<file path="src/verilog/rename_pkg.sv">
//////////////////////////////
// Sizes, index types and opcodes shared by the
// register-renaming pipeline and its testbench.
// Files refer to these by scoped name.
//////////////////////////////
package rename_pkg;

  // Register counts
  localparam int ARCH_REGS = 8;
  localparam int PHYS_REGS = 16;
  localparam int FREE_REGS = PHYS_REGS - ARCH_REGS;  // Unmapped after reset

  // Widths
  localparam int DATA_W = 16;
  localparam int INST_W = 16;
  localparam int IMM_W  = 9;   // LDI immediate in bits 8:0

  // Credit flow control at the two external boundaries
  localparam int IN_DEPTH    = 4;  // Input FIFO entries = sender credits
  localparam int OUT_CREDITS = 2;  // Consumer slots after reset

  typedef logic [$clog2(ARCH_REGS)-1:0] arch_idx_t;
  typedef logic [$clog2(PHYS_REGS)-1:0] phys_idx_t;
  typedef logic [DATA_W-1:0]            data_t;

  //////////////////////////////
  // Opcodes
  //////////////////////////////

  // Instruction layout
  //   15:12 opcode, 11:9 rd, 8:6 rs1, 5:3 rs2
  //   8:0 immediate for LDI
  // Codes not listed are illegal
  typedef enum logic [3:0] {
    OP_ADD = 4'h0,  // rd = rs1 + rs2
    OP_SUB = 4'h1,  // rd = rs1 - rs2
    OP_AND = 4'h2,  // rd = rs1 & rs2
    OP_XOR = 4'h3,  // rd = rs1 ^ rs2
    OP_LDI = 4'h4   // rd = zero extended imm
  } opcode_e;

endpackage

</file>
<file path="src/verilog/decode_stage.sv">
//////////////////////////////
// Decode stage. Buffers incoming instructions in a
// small FIFO, returns one input credit per entry
// popped, splits the fields and drops illegal
// opcodes while raising a sticky error flag.
//////////////////////////////
`timescale 1ns/1ps

module decode_stage (
  input  logic                          clock,
  input  logic                          reset,
  input  logic                          in_valid,
  input  logic [rename_pkg::INST_W-1:0] in_inst,
  input  logic                          ren_stall,
  output logic                          in_credit,
  output logic                          dec_valid,
  output rename_pkg::opcode_e           dec_op,
  output rename_pkg::arch_idx_t         dec_rd,
  output rename_pkg::arch_idx_t         dec_rs1,
  output rename_pkg::arch_idx_t         dec_rs2,
  output logic [rename_pkg::IMM_W-1:0]  dec_imm,
  output logic                          illegal
);

  logic [rename_pkg::INST_W-1:0]               fifo_mem [rename_pkg::IN_DEPTH];
  logic [$clog2(rename_pkg::IN_DEPTH)-1:0]     wr_ptr;
  logic [$clog2(rename_pkg::IN_DEPTH)-1:0]     rd_ptr;
  logic [$clog2(rename_pkg::IN_DEPTH+1)-1:0]   count;
  logic [rename_pkg::INST_W-1:0]               head_inst;
  rename_pkg::opcode_e                         head_op;
  logic                                        head_legal;
  logic                                        pop;

  assign head_inst = fifo_mem[rd_ptr];
  assign head_op   = rename_pkg::opcode_e'(head_inst[15:12]);
  // Pop when the output register is empty or moving on
  assign pop       = (count != '0) && (!dec_valid || !ren_stall);

  always_comb begin
    case (head_op)
      rename_pkg::OP_ADD, rename_pkg::OP_SUB, rename_pkg::OP_AND,
      rename_pkg::OP_XOR, rename_pkg::OP_LDI: head_legal = 1'b1;
      default:                                head_legal = 1'b0;
    endcase
  end

  //////////////////////////////
  // Input FIFO
  //////////////////////////////
  always_ff @(posedge clock) begin
    if (in_valid) begin  // Sender only sends while holding a credit
      fifo_mem[wr_ptr] <= in_inst;
    end
  end

  always_ff @(posedge clock) begin
    if (reset) begin
      wr_ptr    <= '0;
      rd_ptr    <= '0;
      count     <= '0;
      in_credit <= 1'b0;
    end else begin
      if (in_valid) begin
        wr_ptr <= wr_ptr + 1'b1;
      end
      if (pop) begin
        rd_ptr <= rd_ptr + 1'b1;
      end
      case ({in_valid, pop})
        2'b10:   count <= count + 1'b1;
        2'b01:   count <= count - 1'b1;
        default: count <= count;
      endcase
      in_credit <= pop;  // Also for dropped entries
    end
  end

  //////////////////////////////
  // Decode register
  //////////////////////////////
  always_ff @(posedge clock) begin
    if (reset) begin
      dec_valid <= 1'b0;
      illegal   <= 1'b0;
    end else begin
      if (!dec_valid || !ren_stall) begin
        dec_valid <= pop && head_legal;  // Illegal entry leaves a bubble
      end
      if (pop && !head_legal) begin
        illegal <= 1'b1;  // Sticky until reset
      end
    end
  end

  always_ff @(posedge clock) begin
    if (pop) begin
      dec_op  <= head_op;
      dec_rd  <= head_inst[11:9];
      dec_rs1 <= head_inst[8:6];
      dec_rs2 <= head_inst[5:3];
      dec_imm <= head_inst[8:0];
    end
  end

endmodule

</file>
<file path="src/verilog/rename_stage.sv">
//////////////////////////////
// Rename stage. Maps architectural registers to
// physical ones through a map table and a circular
// free list. Each destination gets a fresh register
// and the one it replaces travels on for release at
// commit.
//////////////////////////////
`timescale 1ns/1ps

module rename_stage (
  input  logic                          clock,
  input  logic                          reset,
  input  logic                          dec_valid,
  input  rename_pkg::opcode_e           dec_op,
  input  rename_pkg::arch_idx_t         dec_rd,
  input  rename_pkg::arch_idx_t         dec_rs1,
  input  rename_pkg::arch_idx_t         dec_rs2,
  input  logic [rename_pkg::IMM_W-1:0]  dec_imm,
  input  logic                          exe_stall,
  input  logic                          free_valid,
  input  rename_pkg::phys_idx_t         free_prd,
  output logic                          ren_stall,
  output logic                          ren_valid,
  output rename_pkg::opcode_e           ren_op,
  output rename_pkg::arch_idx_t         ren_rd,
  output rename_pkg::phys_idx_t         ren_prd,
  output rename_pkg::phys_idx_t         ren_old_prd,
  output rename_pkg::phys_idx_t         ren_prs1,
  output rename_pkg::phys_idx_t         ren_prs2,
  output logic [rename_pkg::IMM_W-1:0]  ren_imm
);

  rename_pkg::phys_idx_t                        map_table [rename_pkg::ARCH_REGS];
  rename_pkg::phys_idx_t                        free_list [rename_pkg::FREE_REGS];
  logic [$clog2(rename_pkg::FREE_REGS)-1:0]     free_head;
  logic [$clog2(rename_pkg::FREE_REGS)-1:0]     free_tail;
  logic [$clog2(rename_pkg::FREE_REGS+1)-1:0]   free_count;
  logic                                         move_in;

  // Blocked downstream, or nothing left to allocate
  assign ren_stall = (ren_valid && exe_stall) || (free_count == '0);
  assign move_in   = dec_valid && !ren_stall;

  //////////////////////////////
  // Map table and free list
  //////////////////////////////
  always_ff @(posedge clock) begin
    if (reset) begin
      for (int r = 0; r < rename_pkg::ARCH_REGS; r++) begin
        map_table[r] <= rename_pkg::phys_idx_t'(r);  // Identity mapping
      end
      for (int f = 0; f < rename_pkg::FREE_REGS; f++) begin
        free_list[f] <= rename_pkg::phys_idx_t'(rename_pkg::ARCH_REGS + f);
      end
      free_head  <= '0;
      free_tail  <= '0;
      free_count <= rename_pkg::FREE_REGS[$clog2(rename_pkg::FREE_REGS+1)-1:0];
    end else begin
      if (move_in) begin
        map_table[dec_rd] <= free_list[free_head];
        free_head         <= free_head + 1'b1;
      end
      // Released at commit and visible to rename next cycle
      if (free_valid) begin
        free_list[free_tail] <= free_prd;
        free_tail            <= free_tail + 1'b1;
      end
      case ({free_valid, move_in})
        2'b10:   free_count <= free_count + 1'b1;
        2'b01:   free_count <= free_count - 1'b1;
        default: free_count <= free_count;
      endcase
    end
  end

  //////////////////////////////
  // Rename register
  //////////////////////////////
  always_ff @(posedge clock) begin
    if (reset) begin
      ren_valid <= 1'b0;
    end else if (!ren_valid || !exe_stall) begin
      ren_valid <= move_in;
    end
  end

  // Sources read the table before this instruction's own update
  always_ff @(posedge clock) begin
    if (move_in) begin
      ren_op      <= dec_op;
      ren_rd      <= dec_rd;
      ren_imm     <= dec_imm;
      ren_prd     <= free_list[free_head];
      ren_old_prd <= map_table[dec_rd];   // Freed when this one commits
      ren_prs1    <= map_table[dec_rs1];
      ren_prs2    <= map_table[dec_rs2];
    end
  end

endmodule

</file>
<file path="src/verilog/execute_stage.sv">
//////////////////////////////
// Execute stage. Reads the physical register file,
// runs the single ALU and writes the result back at
// the same edge that registers it for commit.
//////////////////////////////
`timescale 1ns/1ps

module execute_stage (
  input  logic                          clock,
  input  logic                          reset,
  input  logic                          ren_valid,
  input  rename_pkg::opcode_e           ren_op,
  input  rename_pkg::arch_idx_t         ren_rd,
  input  rename_pkg::phys_idx_t         ren_prd,
  input  rename_pkg::phys_idx_t         ren_old_prd,
  input  rename_pkg::phys_idx_t         ren_prs1,
  input  rename_pkg::phys_idx_t         ren_prs2,
  input  logic [rename_pkg::IMM_W-1:0]  ren_imm,
  input  logic                          com_stall,
  output logic                          exe_stall,
  output logic                          exe_valid,
  output rename_pkg::arch_idx_t         exe_rd,
  output rename_pkg::phys_idx_t         exe_old_prd,
  output rename_pkg::data_t             exe_data
);

  rename_pkg::data_t regfile [rename_pkg::PHYS_REGS];
  rename_pkg::data_t src1;
  rename_pkg::data_t src2;
  rename_pkg::data_t result;
  logic              move_in;

  assign exe_stall = exe_valid && com_stall;
  assign move_in   = ren_valid && !exe_stall;

  // Combinational read lets a dependent one cycle behind see the write
  assign src1 = regfile[ren_prs1];
  assign src2 = regfile[ren_prs2];

  always_comb begin
    case (ren_op)
      rename_pkg::OP_ADD: result = src1 + src2;
      rename_pkg::OP_SUB: result = src1 - src2;
      rename_pkg::OP_AND: result = src1 & src2;
      rename_pkg::OP_XOR: result = src1 ^ src2;
      rename_pkg::OP_LDI: result = {{(rename_pkg::DATA_W-rename_pkg::IMM_W){1'b0}}, ren_imm};
      default:            result = '0;  // Filtered out at decode
    endcase
  end

  always_ff @(posedge clock) begin
    if (reset) begin
      for (int p = 0; p < rename_pkg::PHYS_REGS; p++) begin
        regfile[p] <= '0;
      end
      exe_valid <= 1'b0;
    end else begin
      if (move_in) begin
        regfile[ren_prd] <= result;
      end
      if (!exe_valid || !com_stall) begin
        exe_valid <= move_in;
      end
    end
  end

  // Result register toward commit
  always_ff @(posedge clock) begin
    if (move_in) begin
      exe_rd      <= ren_rd;
      exe_old_prd <= ren_old_prd;
      exe_data    <= result;
    end
  end

endmodule

</file>
<file path="src/verilog/commit_stage.sv">
//////////////////////////////
// Commit stage. Holds one result and emits it in
// program order when the consumer has a free slot.
// The replaced physical register goes back to the
// free list in the same cycle.
//////////////////////////////
`timescale 1ns/1ps

module commit_stage (
  input  logic                   clock,
  input  logic                   reset,
  input  logic                   exe_valid,
  input  rename_pkg::arch_idx_t  exe_rd,
  input  rename_pkg::phys_idx_t  exe_old_prd,
  input  rename_pkg::data_t      exe_data,
  input  logic                   commit_credit,
  output logic                   com_stall,
  output logic                   commit_valid,
  output rename_pkg::arch_idx_t  commit_reg,
  output rename_pkg::data_t      commit_data,
  output logic                   free_valid,
  output rename_pkg::phys_idx_t  free_prd
);

  logic                                          held_valid;
  logic [$clog2(rename_pkg::OUT_CREDITS+1)-1:0]  credits;
  logic                                          emit;
  logic                                          move_in;

  assign emit      = held_valid && (credits != '0);
  assign com_stall = held_valid && !emit;  // Item held while no credit is left
  assign move_in   = exe_valid && !com_stall;

  assign commit_valid = emit;
  assign free_valid   = emit;

  //////////////////////////////
  // Consumer credits
  //////////////////////////////
  always_ff @(posedge clock) begin
    if (reset) begin
      credits <= rename_pkg::OUT_CREDITS[$clog2(rename_pkg::OUT_CREDITS+1)-1:0];
    end else begin
      case ({emit, commit_credit})
        2'b10:   credits <= credits - 1'b1;
        2'b01:   credits <= credits + 1'b1;
        default: credits <= credits;   // None or both
      endcase
    end
  end

  // Commit register
  always_ff @(posedge clock) begin
    if (reset) begin
      held_valid <= 1'b0;
    end else if (!held_valid || emit) begin
      held_valid <= move_in;
    end
  end

  always_ff @(posedge clock) begin
    if (move_in) begin
      commit_reg  <= exe_rd;
      commit_data <= exe_data;
      free_prd    <= exe_old_prd;
    end
  end

endmodule

</file>
<file path="src/verilog/rename_pipeline.sv">
//////////////////////////////
// Top level of the renaming pipeline. Chains decode,
// rename, execute and commit; credits are used at the
// input and output, valid and stall in between.
//////////////////////////////
`timescale 1ns/1ps

module rename_pipeline (
  input  logic                          clock,
  input  logic                          reset,
  input  logic                          in_valid,
  input  logic [rename_pkg::INST_W-1:0] in_inst,
  output logic                          in_credit,
  input  logic                          commit_credit,
  output logic                          commit_valid,
  output rename_pkg::arch_idx_t         commit_reg,
  output rename_pkg::data_t             commit_data,
  output logic                          illegal
);

  // Decode to rename
  logic                          dec_valid;
  rename_pkg::opcode_e           dec_op;
  rename_pkg::arch_idx_t         dec_rd;
  rename_pkg::arch_idx_t         dec_rs1;
  rename_pkg::arch_idx_t         dec_rs2;
  logic [rename_pkg::IMM_W-1:0]  dec_imm;
  logic                          ren_stall;

  // Rename to execute
  logic                          ren_valid;
  rename_pkg::opcode_e           ren_op;
  rename_pkg::arch_idx_t         ren_rd;
  rename_pkg::phys_idx_t         ren_prd;
  rename_pkg::phys_idx_t         ren_old_prd;
  rename_pkg::phys_idx_t         ren_prs1;
  rename_pkg::phys_idx_t         ren_prs2;
  logic [rename_pkg::IMM_W-1:0]  ren_imm;
  logic                          exe_stall;

  // Execute to commit, and the release path
  logic                          exe_valid;
  rename_pkg::arch_idx_t         exe_rd;
  rename_pkg::phys_idx_t         exe_old_prd;
  rename_pkg::data_t             exe_data;
  logic                          com_stall;
  logic                          free_valid;
  rename_pkg::phys_idx_t         free_prd;

  decode_stage  decode_0  (.*);
  rename_stage  rename_0  (.*);
  execute_stage execute_0 (.*);
  commit_stage  commit_0  (.*);

endmodule

</file>
<file path="config.mk">
export PLATFORM = sky130hd
export DESIGN_NAME = rename_pipeline
export DESIGN_NICKNAME = d
export VERILOG_FILES = /design/src/verilog/rename_pkg.sv /design/src/verilog/decode_stage.sv /design/src/verilog/rename_stage.sv /design/src/verilog/execute_stage.sv /design/src/verilog/commit_stage.sv /design/src/verilog/rename_pipeline.sv
export SDC_FILE = /design/constraint.sdc
export NUM_CORES = 1
export LEC_CHECK = 0
export ABC_CLOCK_PERIOD_IN_PS = 7400
export BUFFER_PORTS_ARGS = -buffer_cell sky130_fd_sc_hd__buf_2
export CAP_MARGIN = 30
export CORE_AREA = 3 3 253 255
export CTS_CLUSTER_SIZE = 20
export DETAILED_ROUTE_END_ITERATION = 12
export DIE_AREA = 0 0 256 258
export HOLD_SLACK_MARGIN = 0.12
export SLEW_MARGIN = 40
export SYNTH_ARGS = -nofsm -noshare
export SYNTH_HDL_FRONTEND = slang
export SYNTH_HIERARCHICAL = 1
export SYNTH_SLANG_ARGS = --single-unit
</file>
<file path="constraint.sdc">
create_clock -name clock -period 7.4 [get_ports clock]
set_input_delay 0.74 -clock clock [delete_from_list [all_inputs] [get_ports clock]]
set_output_delay 0.74 -clock clock [all_outputs]
set_load 0.01 [all_outputs]
</file>
# --- Word-level counts from Yosys, hierarchy flattened ---
# Memory sizes are Yosys's and may differ from the RTL's. A register that Yosys moved wholly into a read port is not among the register bits.
# Cells that the tools add are included.
# W data, S select, Z words.
word_totals:
  register_bits: 113
  ramBits: 384
  inputBits: 20
  out_inout_bits: 22
  n_memories: 4
mem_list:
  columns: ["name", "words", "word_bits", "read_ports", "rd_clocked_by_memory_dff", "write_ports", "line_no", "rtl"]
  rows:
  - ["execute_0.regfile", 16, 16, 2, 0, 16, "execute_stage.sv:27", "rename_pkg::data_t regfile [rename_pkg::PHYS_REGS];"]
  - ["decode_0.fifo_mem", 4, 16, 1, 1, 1, "decode_stage.sv:25", "logic [rename_pkg::INST_W-1:0] fifo_mem [rename_pkg::IN_DEPTH];"]
  - ["rename_0.free_list", 8, 4, 1, 1, 8, "rename_stage.sv:34", "rename_pkg::phys_idx_t free_list [rename_pkg::FREE_REGS];"]
  - ["rename_0.map_table", 8, 4, 3, 3, 8, "rename_stage.sv:33", "rename_pkg::phys_idx_t map_table [rename_pkg::ARCH_REGS];"]
classes:
  add_sub_neg: 12
  n_eq_ne: 14
  mux: 31
  bitwise: 2
  n_reduce_logical: 36
ops:
  columns: ["operator", "n"]
  rows:
  - ["$pmux W16 S5", 1]
  - ["$mux W1", 17]
  - ["$add A16 B16 Y16", 1]
  - ["$and A16 B16 Y16", 1]
  - ["$eq A4 B2 Y1 const B", 4]
  - ["$mux W16", 1]
  - ["$reduce_or A16 Y1", 1]
  - ["$sub A16 B16 Y16", 1]
  - ["$xor A16 B16 Y16", 1]
  - ["$logic_not A4 Y1", 3]
  - ["$mux W3", 4]
  - ["$mux W4", 3]
  - ["$logic_and A1 B1 Y1", 10]
  - ["$add A3 B1 Y3 const B", 3]
  - ["$logic_not A1 Y1", 9]
  - ["$eq A4 B1 Y1 const B", 2]
  - ["$eq A4 B3 Y1 const B", 2]
  - ["$pmux W4 S2", 1]
  - ["$reduce_bool A2 Y1", 4]
  - ["$reduce_or A4 Y1", 2]
  - ["$add A2 B1 Y2 const B", 3]
  - ["$eq A2 B1 Y1 const B", 3]
  - ["$eq A2 B2 Y1 const B", 3]
  - ["$pmux W3 S2", 1]
  - ["other kinds (9)", 14]

# --- Depth between registers and ports, before layout ---
logic_depth:
  ltp_word: 14
  mapped_depth: 24
  mapped_depth_nobuf: 19

# --- Hierarchy ---
# Netlist, hierarchy kept.
modules_own_cells:
  columns: ["mod", "n_inst", "cells_each", "area_each_um2", "seq_area_each_um2"]
  rows:
  - ["execute_stage", 1, 1084, 15331.0, 8398.1]
  - ["rename_stage", 1, 354, 5161.2, 3163.0]
  - ["decode_stage", 1, 164, 3399.5, 2642.5]
  - ["commit_stage", 1, 40, 840.8, 750.7]

# --- Worst setup path before layout ---
# No wires, ideal clock.
synth_path:
  path_type: "register to register"
  start: "reg rename_0.ren_prs2[1], read port of rename_0.map_table"
  end: "mem execute_0/regfile[12][15] in the netlist's numbering (data pin)"
  t_arrival_ns: 5.221
  required_time_ns: 7.141
  slack_ns: 1.920
  path_stages_with_launch: 24
  period_less_slack_ns: 5.480
  path_cell_list: "edfxtp_1 buf_2 buf_4 buf_4 buf_4 mux4_2 a22oi_1 nand2_1 inv_1 ha_1 nor3b_1 a21oi_1 xnor2_1 ha_1 a21o_1 a21o_1 a211oi_1 a311oi_1 a21oi_1 mux2_2 a22o_1 a211oi_2 buf_6 nor2_2"
synth_rtl:
  columns: ["element", "line_no", "rtl"]
  rows:
  - ["start, declared", "rename_stage.sv:29", "output rename_pkg::phys_idx_t ren_prs2,"]
  - ["end, declared", "execute_stage.sv:27", null]

==> impl_metrics.env <==
export IMPL_setup_tns_ps=0
export IMPL_start_util_pct=40.0
export IMPL_coreArea_um2=61800
export IMPL_cts_setup_buffers=0
export IMPL_yosys_register_bits=508
export IMPL_setup_ws_ps=1210
export IMPL_dp_hpwl_mm=43.3
export IMPL_gp_congestion=0.901
export IMPL_top_register="execute_0/regfile"
export IMPL_critPathKind="flop to flop"
export IMPL_synth_top_area_share_pct=58.0
export IMPL_worst_slew_pin_slew_ps=894
export IMPL_die_area_um2=66000
export IMPL_area_growth_pct=12.7
export IMPL_largest_reg_flops=256
export IMPL_synth_cell_area_um2=24700
export IMPL_tritoncts="done"
export IMPL_synth_ff_type="edfxtp_1"
export IMPL_multi_input_area_um2=9150
export IMPL_insertion_delay_ps=620
export IMPL_hold_viol=0
export IMPL_maxCapViolCount=0
export IMPL_critPathMaxStageDelay_ps=810
export IMPL_finClkSkew_ps=27.9
export IMPL_path_clk_slew_ps=60
export IMPL_n_antenna_cell=0
export IMPL_synth_area_per_cell_um2=15.1
export IMPL_slowest_stage="edfxtp_1"
export IMPL_preCtsSetupSlack_ps=1340
export IMPL_use_met1_pct=26.3
export IMPL_finalCriticalPeriod_ps=6190
export IMPL_syn_nets=1707
export IMPL_grt_pass1_wl_mm=99.2
export IMPL_synthCells=1642
export IMPL_ctsHtreeMaxLevel=2
export IMPL_grt_overflow=0
export IMPL_critPathMaxFanout=17
export IMPL_hold_class="input pin to flop"
export IMPL_grt_pass1_vias=15400
export IMPL_drive_gt1_share_pct=25.0
export IMPL_numCtsBuffers=56
export IMPL_status="completed"
export IMPL_io_pins=42
export IMPL_cts_path_max_buffers=3
export IMPL_synth_area_top_cells="edfxtp_1 (58%), mux4_2 (16%), nor2_1 (4.7%)"
export IMPL_ys_async_sr_fraction_pct=0
export IMPL_synth_seq_area_share_pct=60.5
export IMPL_grt_busiest_layer="met2"
export IMPL_nFillCells=5441
export IMPL_drtPass1Iterations=7
export IMPL_reg_top3="execute_0/regfile: 256 flops, decode_0/fifo_mem: 64 flops"
export IMPL_std_cell_rows=91
export IMPL_met3_usage_pct=3.86
export IMPL_post_cts_resized=0
export IMPL_use_met2_pct=33.9
export IMPL_startpoint_type="flop"
export IMPL_p_per_area_nw_per_um2=299
export IMPL_antenna_found_initial=0
export IMPL_final_cell_area_um2=27900
export IMPL_cts_root_buf="clkbuf_16"
export IMPL_fin_util_pct=45.1
export IMPL_synth_largest_area_cell="edfxtp_1"
export IMPL_worstPathArrival_ps=6550
export IMPL_track_usage_pct=20.2
export IMPL_drc=0
export IMPL_drv_slew=0
export IMPL_fmax_mhz=162
export IMPL_vias_per_cell=5.87
export IMPL_drt_iter0_markers=1484
export IMPL_dpl_cell_area_um2=26100
export IMPL_p_leak_uw=0.00945
export IMPL_die_y_um=258
export IMPL_synth_edf_count=478
export IMPL_hold_buffers=0
export IMPL_finalSetupViolations=0
export IMPL_fin_crit_sh_pct=83.7
export IMPL_finalPower_uw=8330
export IMPL_drtAntennaViolNets=0
export IMPL_wl_mm=67.6
export IMPL_num_vias=15100
export IMPL_grt_max_degree=65
export IMPL_r2r_slack_ps=1210
export IMPL_path_cells="nor2b_2, a22oi_1, nand2_1, inv_1, ha_1, nor3b_1, buf_4, a21oi_1, xnor2_1, ha_1, a21o_1, a21o_1, a211oi_1, a311oi_1, a21oi_1, mux2_2, a22o_1, a211oi_4, buf_4, nor2_1"
export IMPL_peakVddDrop_mv=0.265
export IMPL_die_w_um=256
export IMPL_rsz0062_at_grt="no"
export IMPL_fin_nets=1764
export IMPL_relSlewSlack_pct=40.4
export IMPL_worstPathRequired_ps=7760
export IMPL_yosysWarnings=6
export IMPL_synthDistinctLibCells=74
export IMPL_portBuffers=41
export IMPL_ff_latch_area_um2=15000
export IMPL_cts_sinks=508
export IMPL_wl_per_cell_um=26.2
export IMPL_cp_end_kind="flop"
==> stage by stage <==
| stage | hold WS (ps) | instances |
|---|---|---|
| 2_1_floorplan | 400 | 1642 |
| 3_3_place_gp | 400 | 2474 |
| 3_5_place_dp | 406 | 2478 |
| 4_1_cts | 298 | 2580 |
| 5_1_grt | 315 | 2580 |
| 6_report | 337 | 2580 |
==> per-layer routing <==
layer / part of all wire (%) / up-vias / wire, um
li1: - / 6462 / -
met1: 40 / 7808 / 26900
met2: 49 / 709 / 32900
met3: 7.9 / 159 / 5320
met4: 3.7 / 0 / 2520
met5: 0 / - / 0
==> critical path: cells and delay by family (launching register included) <==
| kind | cells | cell delay (ps) |
|---|---|---|
| buf+inv | 3 | 570 |
| flops | 1 | 810 |
| fa+ha+maj | 2 | 610 |
| compound gates | 9 | 2160 |
| simple gates | 4 | 1310 |
| mux | 1 | 380 |
| xor+xnor | 1 | 90 |
==> power by group <==
part	total [uW]	switching (uW)	internal (uW)
combinational	2020	1130	890
sequential	3660	236	3420
clock	2660	1140	1520
==> cell usage after synthesis, drive strengths merged (8+ instances only) <==
master,number
or3,22
nand2,66
a21oi,40
mux2,11
nand2b,32
a222oi,9
nand3,13
xnor2,16
edfxtp,478
a22oi,26
buf,45
clkbuf,71
mux2i,14
nor2b,11
ha,43
a221oi,8
xor2,19
nor2,319
mux4,193
dfxtp,30
o21ai,20
nor3,8
inv,39
or2,10
and2,20
==> path summary, 6_finish.rpt <==
check                  startpoint                  endpoint  depth (start not counted)
max          rename_0/ren_prs2[3]  execute_0/regfile[2][15]                         20
min                   in_inst[15]  decode_0/fifo_mem[3][15]                          1
max reg2reg  rename_0/ren_prs2[3]  execute_0/regfile[2][15]                         20
min reg2reg   decode_0/dec_imm[1]       rename_0/ren_imm[1]                          0
==> layout by cell type, fill, tap and decap left out, drive strengths merged, types with 6 or more instances in the layout <==
cell type and instances:
a21boi 6, a21o 6, a21oi 40, a221oi 8, a222oi 9, a22oi 26
and2 20, buf 115, clkbuf 74, clkinv 21, dfxtp 30, edfxtp 478
ha 43, inv 42, mux2 11, mux2i 14, mux4 193, nand2 66
nand2b 32, nand3 13, nor2 319, nor2b 11, nor3 8, nor4 6
o21ai 20, or2 10, or3 22, xnor2 16, xor2 19
==> cell families (layout without fill, tap and decap cells) <==
group | Yosys count | count (layout) | synth area share [%]
buffers and inverters | 155 | 256 | 2.92
XOR/XNOR | 35 | 35 | 1.24
AND/OR/NAND/NOR | 537 | 537 | 10.1
AO/OA/AOI/OAI | 144 | 144 | 3.96
flip-flops | 508 | 508 | 60.5
adder cells (fa/ha/maj) | 45 | 45 | 2.34
multiplexers | 218 | 218 | 19.0
==> layout make-up <==
type	count	area share, %
timing repair buffer	115	2.96
inverter	39	0.525
tap	837	3.76
clock buffer	74	5.34
multi-input combinational	979	32.9
sequential	508	53.7
clock inverter	28	0.876
Note: power is estimated with default switching activity, not from simulation.
